--- src/include/arm_dp_cfg.svh ---
// APB map and widths; APB addresses are word aligned only, byte lanes are not supported
`ifndef ARM_DP_CFG_SVH
`define ARM_DP_CFG_SVH

// Bus widths
`define ARM_DP_ADDR_W     8         // APB address width
`define ARM_DP_DATA_W     32        // Register and APB data width

// Register bank size
`define ARM_DP_NUM_REGS   16        // R0 to R15, R15 is a plain register

// Address map, byte offsets
`define ARM_DP_INSTR_ADDR 8'h00     // Write executes, read returns last instruction
`define ARM_DP_FLAGS_ADDR 8'h04     // NZCV in bits 31:28
`define ARM_DP_REG_BASE   8'h40     // Rn at base + 4*n

// Host select encoding toward the execute unit
`define ARM_DP_SEL_W      5         // One extra bit above the register index
`define ARM_DP_FLAGS_SEL  5'd16     // Select value for the flag register

`endif

--- src/source/arm_dp_pkg.sv ---
// Shared types for the data-processing engine; only the ARMv4 data-processing family is modeled
package arm_dp_pkg;

	// Data-processing opcodes, bits 24:21
	typedef enum logic [3:0] {
		op_and = 4'h0,
		op_eor = 4'h1,
		op_sub = 4'h2,
		op_rsb = 4'h3,
		op_add = 4'h4,
		op_adc = 4'h5,
		op_sbc = 4'h6,
		op_rsc = 4'h7,
		op_tst = 4'h8,
		op_teq = 4'h9,
		op_cmp = 4'ha,
		op_cmn = 4'hb,
		op_orr = 4'hc,
		op_mov = 4'hd,
		op_bic = 4'he,
		op_mvn = 4'hf
	} alu_op_e;

	typedef struct packed {
		logic n;                    // Negative
		logic z;                    // Zero
		logic c;                    // Carry, not-borrow on subtract
		logic v;                    // Signed overflow
	} nzcv_t;

	// Immediate form, I bit set
	typedef struct packed {
		logic [3:0] cond;
		logic [1:0] cls;            // 00 for data processing
		logic       i_bit;
		alu_op_e    opcode;
		logic       s;
		logic [3:0] rn;
		logic [3:0] rd;
		logic [3:0] rotate;         // Rotate right by twice this
		logic [7:0] imm8;
	} dp_imm_t;

	// Shifted register form, I bit clear
	typedef struct packed {
		logic [3:0] cond;
		logic [1:0] cls;
		logic       i_bit;
		alu_op_e    opcode;
		logic       s;
		logic [3:0] rn;
		logic [3:0] rd;
		logic [4:0] shift_fld;      // shift_imm, or Rs in [4:1] with [0] zero
		logic [1:0] shift_type;     // LSL LSR ASR ROR
		logic       reg_shift;      // Amount comes from Rs
		logic [3:0] rm;
	} dp_reg_t;

	typedef union packed {
		dp_imm_t imm;
		dp_reg_t shf;
	} dp_instr_u;

	typedef struct packed {
		logic is_logical;           // C from shifter, V kept
		logic is_test;              // No register writeback
		logic uses_rn;              // Clear for MOV and MVN
	} op_class_t;

endpackage

--- src/source/operand_bus_if.sv ---
// Combinational operand bus between execute unit, shifter and condition decode; no clock
`timescale 1ns/1ns
`include "arm_dp_cfg.svh"

interface operand_bus_if;
	arm_dp_pkg::dp_instr_u       instr;             // Current instruction word
	logic [`ARM_DP_DATA_W-1:0]   rm_data;           // Value of Rm
	logic [`ARM_DP_DATA_W-1:0]   rs_data;           // Value of Rs
	arm_dp_pkg::nzcv_t           flags;             // Flags before execution
	logic [`ARM_DP_DATA_W-1:0]   shifter_operand;   // Second ALU operand
	logic                        shifter_carry;     // Carry out of the shifter
	logic                        cond_pass;         // Condition field satisfied
	arm_dp_pkg::op_class_t       op_class;          // Opcode class bits

	modport exec (
		output instr, rm_data, rs_data, flags,
		input  shifter_operand, shifter_carry, cond_pass, op_class
	);

	modport shifter (
		input  instr, rm_data, rs_data, flags,
		output shifter_operand, shifter_carry
	);

	modport cond (
		input  instr, flags,
		output cond_pass, op_class
	);

endinterface

--- src/source/apb_host_port.sv ---
// APB slave for the engine; no byte strobes, one instruction in flight, pready low while busy
`timescale 1ns/1ns
`include "arm_dp_cfg.svh"

module apb_host_port (
	input  logic                        clk,
	input  logic                        reset,
	input  logic                        psel,
	input  logic                        penable,
	input  logic                        pwrite,
	input  logic [`ARM_DP_ADDR_W-1:0]   paddr,
	input  logic [`ARM_DP_DATA_W-1:0]   pwdata,
	input  logic                        busy,
	input  logic [`ARM_DP_DATA_W-1:0]   rd_data,
	output logic [`ARM_DP_DATA_W-1:0]   prdata,
	output logic                        pready,
	output logic                        pslverr,
	output logic                        start,
	output arm_dp_pkg::dp_instr_u       instr,
	output logic                        host_wr,
	output logic [`ARM_DP_SEL_W-1:0]    host_rd_sel,
	output logic [`ARM_DP_DATA_W-1:0]   host_wdata
);

	logic                       access;         // APB access phase
	logic                       done;           // Transfer completes this cycle
	logic                       hit_instr;
	logic                       hit_flags;
	logic                       hit_reg;
	logic                       addr_ok;
	logic                       instr_wr;       // Completed write to INSTR
	logic [`ARM_DP_ADDR_W-1:0]  reg_off;        // Offset into the register window

	assign access    = psel & penable;
	assign hit_instr = paddr == `ARM_DP_INSTR_ADDR;
	assign hit_flags = paddr == `ARM_DP_FLAGS_ADDR;
	assign reg_off   = paddr - `ARM_DP_REG_BASE;
	assign hit_reg   = (paddr >= `ARM_DP_REG_BASE)
		&& (reg_off < `ARM_DP_ADDR_W'(4 * `ARM_DP_NUM_REGS))
		&& (reg_off[1:0] == 2'b00);             // Word aligned only
	assign addr_ok   = hit_instr | hit_flags | hit_reg;

	assign pready    = ~busy;                   // Stall until commit
	assign done      = access & pready;
	assign pslverr   = done & ~addr_ok;         // Unmapped, no side effect
	assign instr_wr  = done & pwrite & hit_instr;

	// Register and flag access toward the execute unit
	assign host_rd_sel = hit_flags ? `ARM_DP_FLAGS_SEL : {1'b0, reg_off[5:2]};
	assign host_wr     = done & pwrite & (hit_flags | hit_reg);
	assign host_wdata  = pwdata;

	always_comb begin
		if (hit_instr) begin
			prdata = instr;                     // Last instruction written
		end else if (hit_flags || hit_reg) begin
			prdata = rd_data;
		end else begin
			prdata = '0;
		end
	end

	// Instruction latch and start pulse one cycle after the access phase
	always_ff @(posedge clk) begin
		if (reset) begin
			start <= 1'b0;
			instr <= '0;
		end else begin
			start <= instr_wr;
			if (instr_wr) begin
				instr <= pwdata;
			end
		end
	end

	// APB protocol: enable only inside a selected transfer
	a_penable_needs_psel: assert property (
		@(posedge clk) disable iff (reset) penable |-> psel
	) else $error("penable high without psel");

endmodule

--- src/source/arm_dp_top.sv ---
// Engine top with plain APB ports; one data-processing instruction executes per INSTR write
`timescale 1ns/1ns
`include "arm_dp_cfg.svh"

module arm_dp_top (
	input  logic                        clk,
	input  logic                        reset,
	input  logic                        psel,
	input  logic                        penable,
	input  logic                        pwrite,
	input  logic [`ARM_DP_ADDR_W-1:0]   paddr,
	input  logic [`ARM_DP_DATA_W-1:0]   pwdata,
	output logic [`ARM_DP_DATA_W-1:0]   prdata,
	output logic                        pready,
	output logic                        pslverr
);

	logic                       start;          // Execute pulse
	arm_dp_pkg::dp_instr_u      instr;
	logic                       host_wr;
	logic [`ARM_DP_SEL_W-1:0]   host_rd_sel;    // Register index or flags
	logic [`ARM_DP_DATA_W-1:0]  host_wdata;
	logic                       busy;
	logic [`ARM_DP_DATA_W-1:0]  rd_data;

	operand_bus_if op_bus ();                   // Shared combinational operands

	apb_host_port host0 (
		.clk         (clk),
		.reset       (reset),
		.psel        (psel),
		.penable     (penable),
		.pwrite      (pwrite),
		.paddr       (paddr),
		.pwdata      (pwdata),
		.busy        (busy),
		.rd_data     (rd_data),
		.prdata      (prdata),
		.pready      (pready),
		.pslverr     (pslverr),
		.start       (start),
		.instr       (instr),
		.host_wr     (host_wr),
		.host_rd_sel (host_rd_sel),
		.host_wdata  (host_wdata)
	);

	shifter_operand_unit shift0 (
		.bus (op_bus.shifter)
	);

	cond_decode_unit cond0 (
		.bus (op_bus.cond)
	);

	dp_execute_unit exec0 (
		.clk         (clk),
		.reset       (reset),
		.start       (start),
		.instr       (instr),
		.host_wr     (host_wr),
		.host_rd_sel (host_rd_sel),
		.host_wdata  (host_wdata),
		.busy        (busy),
		.rd_data     (rd_data),
		.bus         (op_bus.exec)
	);

endmodule

--- src/source/cond_decode_unit.sv ---
// Condition check and opcode class, combinational; condition 1111 never passes
`timescale 1ns/1ns

module cond_decode_unit (
	operand_bus_if.cond bus
);

	arm_dp_pkg::nzcv_t   f;
	arm_dp_pkg::alu_op_e op;
	logic                pass;
	logic                logical;

	assign f  = bus.flags;
	assign op = bus.instr.imm.opcode;

	always_comb begin
		unique case (bus.instr.imm.cond)
			4'h0: pass = f.z;                       // EQ
			4'h1: pass = !f.z;                      // NE
			4'h2: pass = f.c;                       // CS
			4'h3: pass = !f.c;                      // CC
			4'h4: pass = f.n;                       // MI
			4'h5: pass = !f.n;                      // PL
			4'h6: pass = f.v;                       // VS
			4'h7: pass = !f.v;                      // VC
			4'h8: pass = f.c && !f.z;               // HI
			4'h9: pass = !f.c || f.z;               // LS
			4'ha: pass = f.n == f.v;                // GE
			4'hb: pass = f.n != f.v;                // LT
			4'hc: pass = !f.z && (f.n == f.v);      // GT
			4'hd: pass = f.z || (f.n != f.v);       // LE
			4'he: pass = 1'b1;                      // AL
			default: pass = 1'b0;                   // NV
		endcase
	end

	// Logical group takes its carry from the shifter
	always_comb begin
		unique case (op)
			arm_dp_pkg::op_and, arm_dp_pkg::op_eor,
			arm_dp_pkg::op_tst, arm_dp_pkg::op_teq,
			arm_dp_pkg::op_orr, arm_dp_pkg::op_mov,
			arm_dp_pkg::op_bic, arm_dp_pkg::op_mvn: logical = 1'b1;
			default: logical = 1'b0;                // Adder ops
		endcase
	end

	assign bus.cond_pass           = pass;
	assign bus.op_class.is_logical = logical;
	assign bus.op_class.is_test    = op[3:2] == 2'b10;      // TST TEQ CMP CMN
	assign bus.op_class.uses_rn    = (op != arm_dp_pkg::op_mov) && (op != arm_dp_pkg::op_mvn);

endmodule

--- src/source/dp_execute_unit.sv ---
// Register bank, ALU and NZCV; R15 is a plain register, host access only while not busy
`timescale 1ns/1ns
`include "arm_dp_cfg.svh"

module dp_execute_unit (
	input  logic                        clk,
	input  logic                        reset,
	input  logic                        start,
	input  arm_dp_pkg::dp_instr_u       instr,
	input  logic                        host_wr,
	input  logic [`ARM_DP_SEL_W-1:0]    host_rd_sel,
	input  logic [`ARM_DP_DATA_W-1:0]   host_wdata,
	output logic                        busy,
	output logic [`ARM_DP_DATA_W-1:0]   rd_data,
	operand_bus_if.exec                 bus
);

	logic [`ARM_DP_DATA_W-1:0]  regs [`ARM_DP_NUM_REGS];
	arm_dp_pkg::nzcv_t          flags;
	arm_dp_pkg::nzcv_t          new_flags;
	logic [3:0]                 rd_idx;
	logic [`ARM_DP_DATA_W-1:0]  rn_data;
	logic [`ARM_DP_DATA_W-1:0]  op_a;           // First operand, zero for MOV/MVN
	logic [`ARM_DP_DATA_W-1:0]  op_b;           // Shifter operand
	logic [`ARM_DP_DATA_W-1:0]  add_a;
	logic [`ARM_DP_DATA_W-1:0]  add_b;
	logic                       add_cin;
	logic [`ARM_DP_DATA_W:0]    add_full;       // Carry in the top bit
	logic                       add_v;
	logic [`ARM_DP_DATA_W-1:0]  logic_res;
	logic [`ARM_DP_DATA_W-1:0]  result;
	logic                       do_commit;
	logic                       reg_we;
	logic                       flag_we;
	logic                       host_reg_wr;
	logic                       host_flag_wr;

	assign busy = start;                    // Single-cycle execute

	// Operand reads onto the shared bus
	assign bus.instr   = instr;
	assign bus.rm_data = regs[instr.shf.rm];
	assign bus.rs_data = regs[instr.shf.shift_fld[4:1]];
	assign bus.flags   = flags;

	assign rd_idx  = instr.imm.rd;
	assign rn_data = regs[instr.imm.rn];
	assign op_a    = bus.op_class.uses_rn ? rn_data : '0;
	assign op_b    = bus.shifter_operand;

	always_comb begin
		add_a     = op_a;
		add_b     = op_b;
		add_cin   = 1'b0;
		logic_res = '0;
		unique case (instr.imm.opcode)
			arm_dp_pkg::op_and, arm_dp_pkg::op_tst: logic_res = op_a & op_b;
			arm_dp_pkg::op_eor, arm_dp_pkg::op_teq: logic_res = op_a ^ op_b;
			arm_dp_pkg::op_orr: logic_res = op_a | op_b;
			arm_dp_pkg::op_mov: logic_res = op_b;
			arm_dp_pkg::op_bic: logic_res = op_a & ~op_b;
			arm_dp_pkg::op_mvn: logic_res = ~op_b;
			arm_dp_pkg::op_sub, arm_dp_pkg::op_cmp: begin
				add_b   = ~op_b;                // A - B as A + ~B + 1
				add_cin = 1'b1;
			end
			arm_dp_pkg::op_rsb: begin
				add_a   = op_b;
				add_b   = ~op_a;
				add_cin = 1'b1;
			end
			arm_dp_pkg::op_adc: add_cin = flags.c;
			arm_dp_pkg::op_sbc: begin
				add_b   = ~op_b;
				add_cin = flags.c;              // Borrow is not-C
			end
			arm_dp_pkg::op_rsc: begin
				add_a   = op_b;
				add_b   = ~op_a;
				add_cin = flags.c;
			end
			default: ;                          // ADD and CMN, plain sum
		endcase
	end

	assign add_full = {1'b0, add_a} + {1'b0, add_b} + {{`ARM_DP_DATA_W{1'b0}}, add_cin};
	assign add_v    = (add_a[31] == add_b[31]) && (add_full[31] != add_a[31]);
	assign result   = bus.op_class.is_logical ? logic_res : add_full[`ARM_DP_DATA_W-1:0];

	// Flag update per class
	assign new_flags.n = result[31];
	assign new_flags.z = result == '0;
	assign new_flags.c = bus.op_class.is_logical ? bus.shifter_carry : add_full[`ARM_DP_DATA_W];
	assign new_flags.v = bus.op_class.is_logical ? flags.v : add_v;

	// Commit at the end of the start cycle
	assign do_commit    = start & bus.cond_pass;
	assign reg_we       = do_commit & ~bus.op_class.is_test;
	assign flag_we      = do_commit & instr.imm.s;
	assign host_reg_wr  = host_wr & ~busy & (host_rd_sel < `ARM_DP_FLAGS_SEL);
	assign host_flag_wr = host_wr & ~busy & (host_rd_sel == `ARM_DP_FLAGS_SEL);

	always_ff @(posedge clk) begin
		if (reset) begin
			for (int i = 0; i < `ARM_DP_NUM_REGS; i++) begin
				regs[i] <= '0;
			end
			flags <= '0;
		end else begin
			if (reg_we) begin
				regs[rd_idx] <= result;
			end else if (host_reg_wr) begin
				regs[host_rd_sel[3:0]] <= host_wdata;
			end
			if (flag_we) begin
				flags <= new_flags;
			end else if (host_flag_wr) begin
				flags <= host_wdata[31:28];         // NZCV from the top nibble
			end
		end
	end

	// Host read mux, flags in the top nibble
	assign rd_data = (host_rd_sel == `ARM_DP_FLAGS_SEL)
		? {flags, {(`ARM_DP_DATA_W-4){1'b0}}}
		: regs[host_rd_sel[3:0]];

	// Failed condition from the decode unit leaves Rd and NZCV untouched
	a_no_write_on_fail: assert property (
		@(posedge clk) disable iff (reset)
		start && !bus.cond_pass |=>
			(regs[$past(rd_idx)] == $past(regs[rd_idx])) && (flags == $past(flags))
	) else $error("state changed by a failed condition");

endmodule

--- src/source/shifter_operand_unit.sv ---
// Addressing mode 1 shifter, purely combinational; register shift uses only the low byte of Rs
`timescale 1ns/1ns

module shifter_operand_unit (
	operand_bus_if.shifter bus
);

	logic        c_in;              // Current C flag
	logic [31:0] rm;
	logic [31:0] imm_val;
	logic [63:0] imm_pair;          // Doubled word for rotation
	logic [31:0] imm_op;
	logic        imm_c;
	logic [1:0]  sh_type;
	logic        reg_shift;
	logic [7:0]  amt_raw;           // Shift amount as encoded
	logic [8:0]  amt;               // Effective amount, 32 for LSR/ASR #0
	logic        keep;              // Amount zero, operand passes unchanged
	logic        rrx;               // ROR #0 in immediate form
	logic [32:0] lsl_w;             // Carry in bit 32
	logic [32:0] lsr_w;             // Carry in bit 0
	logic [32:0] asr_w;             // Carry in bit 0
	logic [63:0] ror_pair;
	logic [31:0] sh_op;
	logic        sh_c;

	assign c_in      = bus.flags.c;
	assign rm        = bus.rm_data;
	assign sh_type   = bus.instr.shf.shift_type;
	assign reg_shift = bus.instr.shf.reg_shift;

	// Immediate form, imm8 rotated right by 2*rotate
	assign imm_val  = {24'h000000, bus.instr.imm.imm8};
	assign imm_pair = {imm_val, imm_val} >> {bus.instr.imm.rotate, 1'b0};
	assign imm_op   = imm_pair[31:0];
	assign imm_c    = (bus.instr.imm.rotate == 4'h0) ? c_in : imm_op[31];

	// Amount from shift_imm or bottom byte of Rs
	assign amt_raw = reg_shift ? bus.rs_data[7:0] : {3'b000, bus.instr.shf.shift_fld};
	assign amt     = (!reg_shift && amt_raw == 8'h00) ? 9'd32 : {1'b0, amt_raw};
	assign keep    = (amt_raw == 8'h00) && (reg_shift || sh_type == 2'b00);
	assign rrx     = !reg_shift && sh_type == 2'b11 && amt_raw == 8'h00;

	// Extra bit catches the last bit shifted out; >=32 falls out naturally
	assign lsl_w    = {1'b0, rm} << amt;
	assign lsr_w    = {rm, 1'b0} >> amt;
	assign asr_w    = 33'($signed({rm, 1'b0}) >>> amt);
	assign ror_pair = {rm, rm} >> amt_raw[4:0];     // Multiples of 32 give rm

	always_comb begin
		unique case (sh_type)
			2'b00: {sh_c, sh_op} = lsl_w;               // LSL
			2'b01: {sh_op, sh_c} = lsr_w;               // LSR
			2'b10: {sh_op, sh_c} = asr_w;               // ASR
			default: begin                              // ROR or RRX
				sh_op = rrx ? {c_in, rm[31:1]} : ror_pair[31:0];
				sh_c  = rrx ? rm[0] : sh_op[31];
			end
		endcase
		if (keep) begin
			sh_op = rm;                                 // LSL #0 or Rs byte zero
			sh_c  = c_in;
		end
	end

	assign bus.shifter_operand = bus.instr.imm.i_bit ? imm_op : sh_op;
	assign bus.shifter_carry   = bus.instr.imm.i_bit ? imm_c : sh_c;

endmodule
--- config.mk ---
export PLATFORM = sky130hd
export DESIGN_NAME = arm_dp_top
export DESIGN_NICKNAME = d
export VERILOG_FILES = /design/src/source/arm_dp_pkg.sv /design/src/source/operand_bus_if.sv /design/src/source/apb_host_port.sv /design/src/source/arm_dp_top.sv /design/src/source/cond_decode_unit.sv /design/src/source/dp_execute_unit.sv /design/src/source/shifter_operand_unit.sv
export VERILOG_INCLUDE_DIRS = /design/src /design/src/include
export SDC_FILE = /design/constraint.sdc
export NUM_CORES = 2
export LEC_CHECK = 0
export BUFFER_PORTS_ARGS = -buffer_cell sky130_fd_sc_hd__buf_4
export CORE_UTILIZATION = 40
export CTS_BUF_LIST = sky130_fd_sc_hd__clkbuf_16
export DETAILED_ROUTE_END_ITERATION = 10
export SLEW_MARGIN = 10
export SYNTH_ARGS = -nofsm -noshare
export SYNTH_HDL_FRONTEND = slang
export SYNTH_SLANG_ARGS = --single-unit
--- constraint.sdc ---
create_clock -name clk -period 16.8 [get_ports clk]
set_input_delay 1.68 -clock clk [delete_from_list [all_inputs] [get_ports clk]]
set_output_delay 1.68 -clock clk [all_outputs]
set_load 0.01 [all_outputs]
After elaboration in Yosys (flattened, before gate mapping)
Memory sizes are Yosys's and may differ from the RTL's. A register that Yosys moved wholly into a read port is not among the register bits.
Cells that the tools add are included.
- divide/modulo/power cells: 0
- add/subtract/negate cells: 3
- $lt $le $gt $ge: 3
- equal/unequal tests: 42
- shift operators: 5
- bitwise operators: 24
- muxes and demuxes: 49
- reduce and logical (&&, ||, !) cells: 38
- multiply operators: 0
- operator list (kind ; number):
    $mux 32 ; 11
    $pmux 32 s6 ; 1
    $pmux 32 s3 ; 1
    $and 32x32->32 ; 2
    $not 32->32 ; 2
    $pmux 32 s2 ; 1
    $reduce_or 32->1 ; 2
    $shr 64x5->32 ; 1
    $eq 4x4->1 const B ; 14
    $mux 4 ; 12
    $shr 40x5->32 ; 1
    $add 32x32->33 ; 1
    $add 33x1->33 ; 1
    $shl 32x9->33 ; 1
    $shr 33x9->33 ; 1
    $sshr 33x9->33 ; 1
    $logic_not 32->1 ; 1
    $or 32x32->32 ; 1
    $xor 32x32->32 ; 1
    $eq 4x3->1 const B ; 7
    $mux 1 ; 17
    $eq 4x2->1 const B ; 4
    $logic_not 8->1 ; 2
    $mux 8 ; 2
    other kinds (30) ; 76
- logic and storage cells: 172
- register bits: 37
- bits in read-only memories: 16
- output and inout bits: 34
- bits of input ports: 45
- memories kept: 2
- RAM bits: 512
- latch bits: 0
- memory list (name ; depth ; bits a word ; read ports ; clocked after Yosys merged registers in ; write ports ; RTL line ; text):
    exec0.regs ; 16 ; 32 ; 4 ; 3 ; 16 ; dp_execute_unit.sv:18 ; logic [`ARM_DP_DATA_W-1:0] regs [`ARM_DP_NUM_REGS];
    (no name shown) ; 16 ; 1 ; 1 ; 1 ; 0 ; cond_decode_unit.sv:39 ; unique case (op)

Longest topological paths before layout
- depth in word-level cells: 16
- gate-level depth with buffers: 40
- mapped depth without buffers: 33

Cells and area by module
A second synthesis with hierarchy kept.
- cells, all modules: 4936
- area total of the unflattened synthesis: 52390.2 um2
- modules (own cells, without submodules) (module ; seq. area each (um2) ; times used ; cells each ; area each (um2)):
    dp_execute_unit ; 15454.8 ; 1 ; 3240 ; 39868.2
    shifter_operand_unit ; 0.0 ; 1 ; 1436 ; 10168.5
    apb_host_port ; 660.6 ; 1 ; 231 ; 2143.3
    cond_decode_unit ; 0.0 ; 1 ; 29 ; 210.2

Worst setup path before layout
Ideal clock, no wire load.
- path type: reg2reg
- start point: reg with a tool-made name
- end point: reg, netlist name exec0.bus.flags[2]
- clock period less this slack: 8.073 ns
- cell stages (with the launch flop): 38
- path buffers: 7
- data required time: 16.743 ns
- setup time: 0.057 ns
- path slack: 8.727 ns
- arrival time: 8.016 ns
- cells stage by stage: dfxtp_1 -> buf_4 -> buf_6 -> buf_6 -> mux4_2 -> mux2i_1 -> nand3_1 -> nand2_1 -> buf_2 -> buf_1 -> clkbuf_1 -> buf_1 -> nand2_1 -> o2111ai_1 -> nand3_1 -> o31a_1 -> a22o_1 -> a21oi_1 -> [2 not listed] -> fa_1 -> a21o_1 -> a21o_1 -> a21oi_1 -> o21bai_1 -> a41oi_1 -> a211oi_1 -> or3_1 -> a41o_1 -> a2111oi_0 -> nor2_1 -> a21oi_1 -> xor2_1 -> o221ai_1 -> or4_1 -> or4_1 -> nor2_1 -> a21o_1

==> metrics.log <==
[metrics] result of the run: complete, no violations
[metrics] CTS hold repair buffers: 0
[metrics] flop and latch count out of synthesis: 562
[metrics] netlist area before placement: 0.0476 mm²
[metrics] number of global-route vias before repair: 41.4k
[metrics] total track usage: 39.4%
[metrics] port bufs: 78
[metrics] Static Leak: 17.1 nW
[metrics] number of unique standard cell types used by synthesis: 123
[metrics] Finished Layout Cells: 6061
[metrics] top achievable clock speed: 92.0 MHz
[metrics] Worst-path clk slew: 0.06 ns
[metrics] per-cell via count in the routed design: 7.33
[metrics] area share of the largest cell type after synthesis: 32.3%
[metrics] Synth async-reset ratio: 0%
[metrics] instance area after placement: 0.0498 mm²
[metrics] arrival time worst endpoint: 11.47 ns
[metrics] number of clock buffers inserted by TritonCTS: 61
[metrics] count of placed standard cells including taps: 5945
[metrics] clock tree from TritonCTS: yes
[metrics] Top FF cell, synth: edfxtp_1
[metrics] post-route setup TNS: 0 ns
[metrics] Setup CP Type: reg -> reg
[metrics] synthesized instance count: 4566
[metrics] pin count of the biggest net entering global routing: 103
[metrics] sequential element share of the synthesized area: 34.4%
[metrics] synthesized netlist net count: 4676
[metrics] Layout Cell Area excl Fill: 0.0518 mm²
[metrics] transition at the pin with the smallest max-transition slack: 1.42 ns
[metrics] first-pass GRT wire length: 335 mm
[metrics] most common cell in the synthesized netlist: nor2_1
[metrics] kind of path behind the tightest hold check: reg -> reg
[metrics] die area: 0.120 mm²
[metrics] source-to-sink clock delay at the later pin of the worst-skew pair: 0.68 ns
[metrics] Final Skew: 0.0393 ns
[metrics] Slew Limit Headroom: 5.59%
[metrics] final critical delay including setup and external delays: 10.86 ns
[metrics] H-Tree Depth: 2
[metrics] peak per-stage delay on the critical path: 0.77 ns
[metrics] post-layout util: 43.9%
[metrics] smallest setup slack after layout: 5.94 ns
[metrics] count of endpoints failing hold in the final timing report: 0
[metrics] Initial DRC Count: 7761
[metrics] io pins: 79
[metrics] wire length after detailed routing: 242 mm
[metrics] mean area per synthesized cell: 10.4 µm²
[metrics] count of cells resized by post-cts repair: 0
[metrics] cell with the largest stage delay on the worst path: or4_1
[metrics] pre-CTS setup slack: 6.13 ns
[metrics] RSZ-0062 raised after global routing: no
[metrics] std cell rows: 126
[metrics] ratio of final minimum period to clock period: 64.7%
[metrics] kind of launch point of the worst setup path: flop
[metrics] total power draw: 3.39 mW
[metrics] number of routed nets with antenna violations: 0
[metrics] Max FO, Critical Path: 102
[metrics] endpoint required time on the critical path: 17.41 ns
[metrics] buffers plus inverters on the worst setup path: 4
[metrics] Min Hold Slack: 0.465 ns
[metrics] cells taking the most area after synthesis: edfxtp_1 32%, mux4_2 22%, nor2_1 5.6%
[metrics] post-synth top area cell: edfxtp_1
[metrics] fraction of final layout cells sized beyond drive strength 1: 23.0%
[metrics] first-pass iteration count of the detailed router: 7
[metrics] count of flip-flops with a built-in enable after synthesis: 512
[metrics] power density normalized to cell area: 65.4 mW/mm²
[metrics] post-layout net count: 4582
[metrics] final routed DRC violation total: 0
[metrics] fill cell count: 11.1k
[metrics] Clock Tree Root: clkbuf_16
[metrics] die extent in y: 347 µm
[metrics] peak supply drop: 0.0000963 V
[metrics] number of sinks on the clock net: 562
[metrics] Top delay family on crit path: compound AO/OA/AOI/OAI gates
[metrics] maximum buffer depth of the clock tree: 3
[metrics] synthesis-to-layout area growth: 8.78%
[metrics] average routed wire per standard cell: 39.9 µm
[metrics] final slew viol count: 0
[metrics] DP Wirelength: 167 mm
[metrics] effective utilization at floorplan: 40.3%
[metrics] endpoint kind of the worst setup timing path: flop
[metrics] Ys Warns: 0
[metrics] total gr overflow: 0
[metrics] maxcap violations: 0
[metrics] Routability Congestion: 1.09
[metrics] die extent in x: 347 µm
[metrics] number of antenna violations at the first check in global routing: 15
[metrics] core outline area: 0.118 mm²
[metrics] detailed-route via count: 44.4k
[metrics] Setup Viol. Count Final: 0
[metrics] most numerous cell types in the synthesized netlist: 715 x nor2_1, 512 x edfxtp_1, 464 x mux4_2
[metrics] number of setup buffers added after CTS: 0
==> worst min-delay path, stage by stage, from the launching register on <==
cell and delay (ns):
dfxtp_1 0.31, nand2_1 0.05, a21oi_1 0.05
==> sequential cells by signal (all words and copies together), names as in the netlist, named ones only <==
register	flops
host0.instr	32
cond0.logical	1
exec0.bus.flags	4
exec0.regs	512
host0.start	1
==> layout by cell type, fill, tap and decap left out, drive strengths merged, types with 50 or more instances in the layout <==
master / instances
a211oi: 88
nor3: 97
o21ai: 195
o211ai: 56
mux2i: 169
a21oi: 245
ha: 63
nor2: 721
clkbuf: 62
dfxtp: 50
buf: 289
edfxtp: 512
o31ai: 50
o22ai: 60
nand3: 130
mux4: 470
nand2: 445
==> worst paths after layout <==
path | from | end | slack, ns | cells after the start
max | flop | exec0.bus.flags[2]$_SDFFE_PP0P_ | 5.94 | 34
min | host0.instr[27]$_SDFFE_PP0P_ | host0.instr[27]$_SDFFE_PP0P_ | 0.47 | 2
max reg2reg | flop | exec0.bus.flags[2]$_SDFFE_PP0P_ | 5.94 | 34
min reg2reg | host0.instr[27]$_SDFFE_PP0P_ | host0.instr[27]$_SDFFE_PP0P_ | 0.47 | 2
==> layout make-up <==
class                   count  area, µm²  area share (%)
diodes                      2       5.00         0.00966
clock buffers              62       1550            2.99
clock inverters            52        429           0.828
inverters                  33        124           0.239
multi-input cells        3525      29200            56.3
flip-flops and latches    562      16400            31.7
well taps                1536       1920            3.71
repair buffers            289       2210            4.27
==> kinds of logic after synthesis <==
kind of cell | synth area share [%]
AO/OA/AOI/OAI | 16.9
flip-flops | 34.4
adder cells (fa/ha/maj) | 1.74
AND/OR/NAND/NOR | 15.1
multiplexers | 26.6
buffers and inverters | 4.80
XOR/XNOR | 0.552
==> metal layers <==
layer	share of wire (%)	up-vias	routed length, µm	global-route usage, %
li1	-	17833	-	-
met1	37	22251	89700	52.3
met2	41	3630	99400	55.2
met3	15	717	37100	15.1
met4	6.5	14	15600	20.9
met5	0.038	-	93	0.0400
==> power by group <==
part / internal [mW] / switching (mW) / total (mW)
combinational: 0.161 / 0.274 / 0.435
clock: 0.759 / 0.596 / 1.36
sequential: 1.56 / 0.0350 / 1.60
total: 2.48 / 0.905 / 3.39
Power figures use the tool's default switching activity.
